===== src/design/regbank_pkg.sv =====
package regbank_pkg;

	// register map sizes
	localparam int NUM_REGS = 4;
	localparam int NUM_IRQ = 3;
	localparam int ADDR_WIDTH = 5;
	localparam int IDX_WIDTH = 3;

	// bit i set means register i is software writable
	localparam logic [NUM_REGS-1:0] ALLOW_WRITE = 4'b0111;

	// word index of the interrupt status word
	localparam logic [IDX_WIDTH-1:0] IRQ_IDX = IDX_WIDTH'(NUM_REGS);

	localparam logic [1:0] RESP_OKAY = 2'b00;
	localparam logic [1:0] RESP_SLVERR = 2'b10;

	typedef struct packed {
		logic [ADDR_WIDTH-1:0] awaddr;
		logic [2:0] awprot;
		logic awvalid;
		logic [31:0] wdata;
		logic [3:0] wstrb;
		logic wvalid;
		logic bready;
		logic [ADDR_WIDTH-1:0] araddr;
		logic [2:0] arprot;
		logic arvalid;
		logic rready;
	} axil_req_t;

	typedef struct packed {
		logic awready;
		logic wready;
		logic [1:0] bresp;
		logic bvalid;
		logic arready;
		logic [31:0] rdata;
		logic [1:0] rresp;
		logic rvalid;
	} axil_rsp_t;

	// single-cycle write command toward the bank
	typedef struct packed {
		logic valid;
		logic [IDX_WIDTH-1:0] index;
		logic [31:0] data;
		logic [3:0] strb;
	} reg_write_t;

	typedef logic [NUM_REGS-1:0][31:0] reg_file_t;

endpackage


===== src/design/axil_slave.sv =====
`timescale 1ns/10ps

module axil_slave (
	input logic clk,
	input logic arst_n,
	input regbank_pkg::axil_req_t s_axil_req,
	output regbank_pkg::axil_rsp_t s_axil_rsp,
	input logic [regbank_pkg::NUM_REGS:0][31:0] read_words,
	output regbank_pkg::reg_write_t reg_wr
);
	import regbank_pkg::*;

	logic ready_en;

	logic awready;
	logic wready;
	logic arready;

	logic aw_fire;
	logic w_fire;
	logic ar_fire;

	logic aw_held;
	logic w_held;
	logic [IDX_WIDTH-1:0] aw_idx;
	logic [31:0] w_data;
	logic [3:0] w_strb;
	logic wr_cmd;

	logic bvalid;
	logic [1:0] bresp;

	logic [IDX_WIDTH-1:0] ar_idx;
	logic [31:0] rd_word;
	logic [1:0] rd_resp;
	logic rvalid;
	logic [31:0] rdata;
	logic [1:0] rresp;

	// readies stay low for one cycle after reset release
	always_ff @(posedge clk or negedge arst_n) begin
		if (!arst_n) begin
			ready_en <= 1'b0;
		end else begin
			ready_en <= 1'b1;
		end
	end

	assign awready = ready_en && !aw_held && !bvalid;
	assign wready = ready_en && !w_held && !bvalid;
	assign arready = ready_en && !rvalid;

	assign aw_fire = s_axil_req.awvalid && awready;
	assign w_fire = s_axil_req.wvalid && wready;
	assign ar_fire = s_axil_req.arvalid && arready;

	// address and data may land in either order
	assign wr_cmd = aw_held && w_held;

	always_ff @(posedge clk or negedge arst_n) begin
		if (!arst_n) begin
			aw_held <= 1'b0;
			w_held <= 1'b0;
		end else if (wr_cmd) begin
			aw_held <= 1'b0;
			w_held <= 1'b0;
		end else begin
			if (aw_fire) begin
				aw_held <= 1'b1;
			end
			if (w_fire) begin
				w_held <= 1'b1;
			end
		end
	end

	always_ff @(posedge clk) begin
		if (aw_fire) begin
			aw_idx <= s_axil_req.awaddr[ADDR_WIDTH-1:2];
		end
		if (w_fire) begin
			w_data <= s_axil_req.wdata;
			w_strb <= s_axil_req.wstrb;
		end
	end

	assign reg_wr = '{valid: wr_cmd, index: aw_idx, data: w_data, strb: w_strb};

	// write response
	always_ff @(posedge clk or negedge arst_n) begin
		if (!arst_n) begin
			bvalid <= 1'b0;
		end else if (wr_cmd) begin
			bvalid <= 1'b1;
		end else if (s_axil_req.bready) begin
			bvalid <= 1'b0;
		end
	end

	always_ff @(posedge clk) begin
		if (wr_cmd) begin
			bresp <= (aw_idx > IRQ_IDX) ? RESP_SLVERR : RESP_OKAY;
		end
	end

	// read decode treats anything past the status word as unmapped
	assign ar_idx = s_axil_req.araddr[ADDR_WIDTH-1:2];

	always_comb begin
		rd_word = '0;
		rd_resp = RESP_SLVERR;
		if (ar_idx <= IRQ_IDX) begin
			rd_word = read_words[ar_idx];
			rd_resp = RESP_OKAY;
		end
	end

	always_ff @(posedge clk or negedge arst_n) begin
		if (!arst_n) begin
			rvalid <= 1'b0;
		end else if (ar_fire) begin
			rvalid <= 1'b1;
		end else if (s_axil_req.rready) begin
			rvalid <= 1'b0;
		end
	end

	always_ff @(posedge clk) begin
		if (ar_fire) begin
			rdata <= rd_word;
			rresp <= rd_resp;
		end
	end

	always_comb begin
		s_axil_rsp.awready = awready;
		s_axil_rsp.wready = wready;
		s_axil_rsp.bresp = bresp;
		s_axil_rsp.bvalid = bvalid;
		s_axil_rsp.arready = arready;
		s_axil_rsp.rdata = rdata;
		s_axil_rsp.rresp = rresp;
		s_axil_rsp.rvalid = rvalid;
	end

	bvalid_held: assert property (@(posedge clk) disable iff (!arst_n)
		bvalid && !s_axil_req.bready |=> bvalid && $stable(bresp));

	rdata_stable: assert property (@(posedge clk) disable iff (!arst_n)
		rvalid && !s_axil_req.rready |=> rvalid && $stable(rdata) && $stable(rresp));

	// command is a single pulse per transaction
	wr_cmd_pulse: assert property (@(posedge clk) disable iff (!arst_n)
		reg_wr.valid |=> !reg_wr.valid);

endmodule


===== src/design/register_bank.sv =====
`timescale 1ns/10ps

module register_bank (
	input logic clk,
	input logic arst_n,
	input regbank_pkg::reg_write_t reg_wr,
	input regbank_pkg::reg_file_t reg_in,
	output regbank_pkg::reg_file_t reg_val
);
	import regbank_pkg::*;

	for (genvar i = 0; i < NUM_REGS; i++) begin : g_reg
		logic [31:0] word_q;

		if (ALLOW_WRITE[i]) begin : g_rw
			logic hit;

			assign hit = reg_wr.valid && (reg_wr.index == IDX_WIDTH'(i));

			// byte lanes merge under strobe
			always_ff @(posedge clk or negedge arst_n) begin
				if (!arst_n) begin
					word_q <= '0;
				end else if (hit) begin
					for (int b = 0; b < 4; b++) begin
						if (reg_wr.strb[b]) begin
							word_q[8*b +: 8] <= reg_wr.data[8*b +: 8];
						end
					end
				end
			end
		end else begin : g_ro
			// tracks fabric input every cycle
			always_ff @(posedge clk) begin
				word_q <= reg_in[i];
			end
		end

		assign reg_val[i] = word_q;
	end

endmodule


===== src/design/reg_bank_intr.sv =====
`timescale 1ns/10ps

module reg_bank_intr (
	input logic clk,
	input logic arst_n,
	input regbank_pkg::axil_req_t s_axil_req,
	output regbank_pkg::axil_rsp_t s_axil_rsp,
	input logic [regbank_pkg::NUM_IRQ-1:0] irq,
	output logic ps_irq,
	output logic irq_reset,
	input regbank_pkg::reg_file_t reg_in,
	output regbank_pkg::reg_file_t reg_val
);
	import regbank_pkg::*;

	reg_write_t reg_wr;
	logic [31:0] irq_word;
	logic [NUM_REGS:0][31:0] read_words;

	// status word sits right after the data registers
	assign irq_word = {{(32-NUM_IRQ){1'b0}}, irq};
	assign read_words = {irq_word, reg_val};

	axil_slave u_axil (
		.clk(clk),
		.arst_n(arst_n),
		.s_axil_req(s_axil_req),
		.s_axil_rsp(s_axil_rsp),
		.read_words(read_words),
		.reg_wr(reg_wr)
	);

	register_bank u_bank (
		.clk(clk),
		.arst_n(arst_n),
		.reg_wr(reg_wr),
		.reg_in(reg_in),
		.reg_val(reg_val)
	);

	// ack pulse comes from a write to the status word
	always_comb begin
		irq_reset = reg_wr.valid && (reg_wr.index == IRQ_IDX);
		ps_irq = (|irq) && !irq_reset;
	end

	// ack is followed by the write response
	ack_then_bresp: assert property (@(posedge clk) disable iff (!arst_n)
		irq_reset |=> s_axil_rsp.bvalid && s_axil_rsp.bresp == RESP_OKAY);

endmodule


===== config.mk =====
export PLATFORM = sky130hd
export DESIGN_NAME = reg_bank_intr
export DESIGN_NICKNAME = d
export VERILOG_FILES = /design/src/design/regbank_pkg.sv /design/src/design/axil_slave.sv /design/src/design/register_bank.sv /design/src/design/reg_bank_intr.sv
export SDC_FILE = /design/constraint.sdc
export NUM_CORES = 1
export LEC_CHECK = 0
export ABC_AREA = 1
export BUFFER_PORTS_ARGS = -buffer_cell sky130_fd_sc_hd__buf_2
export CAP_MARGIN = 10
export CORE_ASPECT_RATIO = 1.25
export CORE_MARGIN = 10
export CORE_UTILIZATION = 42
export CTS_CLUSTER_DIAMETER = 200
export DETAILED_ROUTE_END_ITERATION = 8
export GPL_TIMING_DRIVEN = 0
export HOLD_SLACK_MARGIN = 0.12
export PLACE_DENSITY = 0.7
export SLEW_MARGIN = 20
export SYNTH_ARGS = -nofsm -noshare
export SYNTH_HDL_FRONTEND = slang
export SYNTH_SLANG_ARGS = --single-unit
export TNS_END_PERCENT = 10

===== constraint.sdc =====
create_clock -name clk -period 2.3 [get_ports clk]
set_input_delay 0.575 -clock clk [delete_from_list [all_inputs] [get_ports clk]]
set_output_delay 0.575 -clock clk [all_outputs]
set_load 0.02 [all_outputs]

==> results.cfg <==
[worst_hold_path]
holdPathEnd = u_bank.g_reg[3].word_q[25]$_DFF_P_
hold_class = in -> reg
hold_depth = 1
min_from = reg_in[121]

[placed_design]
io_buffers = 250
gp_congestion = 0.9033
post-dp-hpwl_mm = 22.23
place_inst = 1464

[layout]
multiInputGateArea_mm2 = 0.002603
area_delta_synth_final_pct = 27.97
fin_nets = 1412
regArea_mm2 = 0.005360
finish.utilization = 0.5468
drive_gt1_frac = 0.2682
instances_no_fill = 1509
fillers = 1871

[status]
status = finished, final reports clean

[routing]
postRouteAntennaNets = 0
num_vias = 7605
wl_per_cell_um = 19.77
drc = 0
drtIter0Drc = 617
vias_per_cell = 5.040
first_pass_iters = 7
wl_mm = 29.83

[yosys]
synth.top_cell.area_share = 0.2932
synth-edff-count = 73
ys.flop_type = dfrtp_1
ys_async_sr_fraction = 0.4903
syn_area_per_cell_um2 = 9.170
netlist_area_mm2 = 0.008620
yosysTopAreaCell = dfrtp_1
synth_commonest_cells = 392 x nand2_1, 101 x dfrtp_1, 96 x nand4_1
synth_most_common_cell = nand2_1
syn_inst = 940
ys_ff_latch = 206
synth.yosys.seq_area_share = 0.6219
yosys_warnings = 0
yosys-top-cells-area = dfrtp_1 29%, edfxtp_1 25%, nand2_1 17%, dfxtp_1 7.4%, nand4_1 7.0%
synth_cell_types = 24

[clock_tree]
clkLatencyLatePin_ns = 0.50
cts_made_buffers = 22
clock_sinks = 206
cts_tree = built
cts_htree_levels = 1
cts_buffer_depth = 3
cts.root.buffer_cell = clkbuf_16
path_clk_slew_ns = 0.06

[global_routing]
overflow = 0
grt_usage = 0.2165
grt_antenna_before_repair = 1
grt_first_pass_wirelength_mm = 45.46
grt_max_degree = 54
grt_pass1_vias = 7696

[worst_setup_path]
crit_type = reg -> out
rr_worst_depth = 5
cp.required_ns = 1.73
worst_r2r_startpoint = u_axil.aw_idx[1]$_DFFE_PP_
r2r_slack_ns = 0.47
end_kind = output pin
start_kind = flip-flop
crit_start = u_axil.aw_idx[1]$_DFFE_PP_
cp.arrival_ns = 1.65
worstPathMaxFanout = 10
worstReg2RegEnd = u_bank.g_reg[1].word_q[12]$_DFFE_PN0P_

[timing]
worst_pin_slew_ns = 0.8219
layout_min_cycle_time_ns = 2.223
slew_viol_final = 0
finalHoldViolations = 0
maxSlewHeadroom = 0.4521
setup_viol = 0
max_freq_ghz = 0.4498
grt_setup_unrepaired = no
finalCritPeriodShare = 0.9667
clock_skew_ns = 0.01657

[pwr]
pwr_density_cell_mw_per_mm2 = 1214
irDropWorstVdd_v = 0.0006732
power_leakage_nw = 5.706

[die]
core_mm2 = 0.02017
start_util = 0.4273
rows = 58
ios = 361
die_y_um = 180.2
die_area_mm2 = 0.02669
die_w_um = 148.1

[job]
drv_cap = 0
final cells by class:
cell class / count / share of cell area
inverters: 84 / 0.02858
plain buffers: 64 / 0.03267
repair buffers: 257 / 0.1238
clock inverters: 3 / 0.003516
clock buffers: 37 / 0.05876
diodes: 1 / 0.0002269
multi-input cells: 587 / 0.2359
flip-flops and latches: 206 / 0.4859
well taps: 270 / 0.03063
timing repair:
item / CTS / global route
hold buffers: 1 / 0
gates resized for setup: 5 / 0
setup endpoints to repair: 1 / 0
endpoints found under the hold margin: 48 / 0
setup buffers: 3 / 0
sequential cells by signal, indices dropped and copies added (netlist names):
name	count
u_axil.w_held	1
u_axil.ready_en	1
u_axil.rdata	32
u_axil.bvalid	1
u_axil.aw_idx	3
u_bank.g.word_q	128
u_axil.bresp	1
u_axil.w_strb	4
u_axil.w_data	32
u_axil.rresp	1
u_axil.rvalid	1
u_axil.aw_held	1
metal layers:
metal | up-vias | share of wire | global-route usage
li1 | 3639 | - | -
met1 | 3538 | 0.40 | 0.2631
met2 | 371 | 0.49 | 0.3681
met3 | 55 | 0.082 | 0.05352
met4 | 2 | 0.025 | 0.06712
met5 | - | 0.00047 | 0
through the flow:
stage	hold WS (ns)	setup WS (ns)	area [µm²]	total power, W	TNS (ns)
6_report	0.1671	0.07662	11030	0.01340	0
5_1_grt	0.1460	0.02484	11030	0.01416	0
4_1_cts	0.1514	0.04470	11030	0.01348	0
3_5_place_dp	0.4847	0.1217	10290	0.01003	0
3_3_place_gp	0.4764	-0.4970	10210	0.009909	-49.62
2_1_floorplan	0.2794	0.4767	8623	0.008135	0
worst max path at each step:
stage | end | cells past startpoint
after detailed placement | ps_irq | 5
after global routing | ps_irq | 5
final | ps_irq | 5
after CTS | ps_irq | 5
after floorplan | u_axil.w_data[0]$_DFFE_PP_ | 3
after global placement | u_bank.g_reg[1].word_q[19]$_DFFE_PN0P_ | 1
cell families after synthesis:
| family | after synthesis | share of synthesized area |
|---|---|---|
| AO/OA/AOI/OAI | 33 | 0.01931 |
| AND/OR/NAND/NOR | 551 | 0.2810 |
| buffers and inverters | 148 | 0.07693 |
| other | 2 | 0.0008713 |
| flip-flops | 206 | 0.6219 |
cell usage in the layout (no fill, tap or decap), types with 23 or more instances in the layout:
cell type    n
a21oi_1     29
buf_2      264
clkbuf_1    39
clkbuf_16   23
dfrtp_1    101
dfxtp_1     32
edfxtp_1    73
inv_1       80
nand2_1    392
nand3_1     45
nand4_1     96
critical path: stages (launching register included):
cell and delay [ns]:
edfxtp_1 0.42, nor2_2 0.16, buf_6 0.13, buf_6 0.15
a31oi_1 0.09, buf_2 0.19
power breakdown:
group / switching, W / internal (W) / total [W]
Sequential: 0.000830 / 0.00482 / 0.00565
Clock: 0.00140 / 0.00202 / 0.00342
Combinational: 0.00296 / 0.00136 / 0.00433
Power figures use the tool's default switching activity.
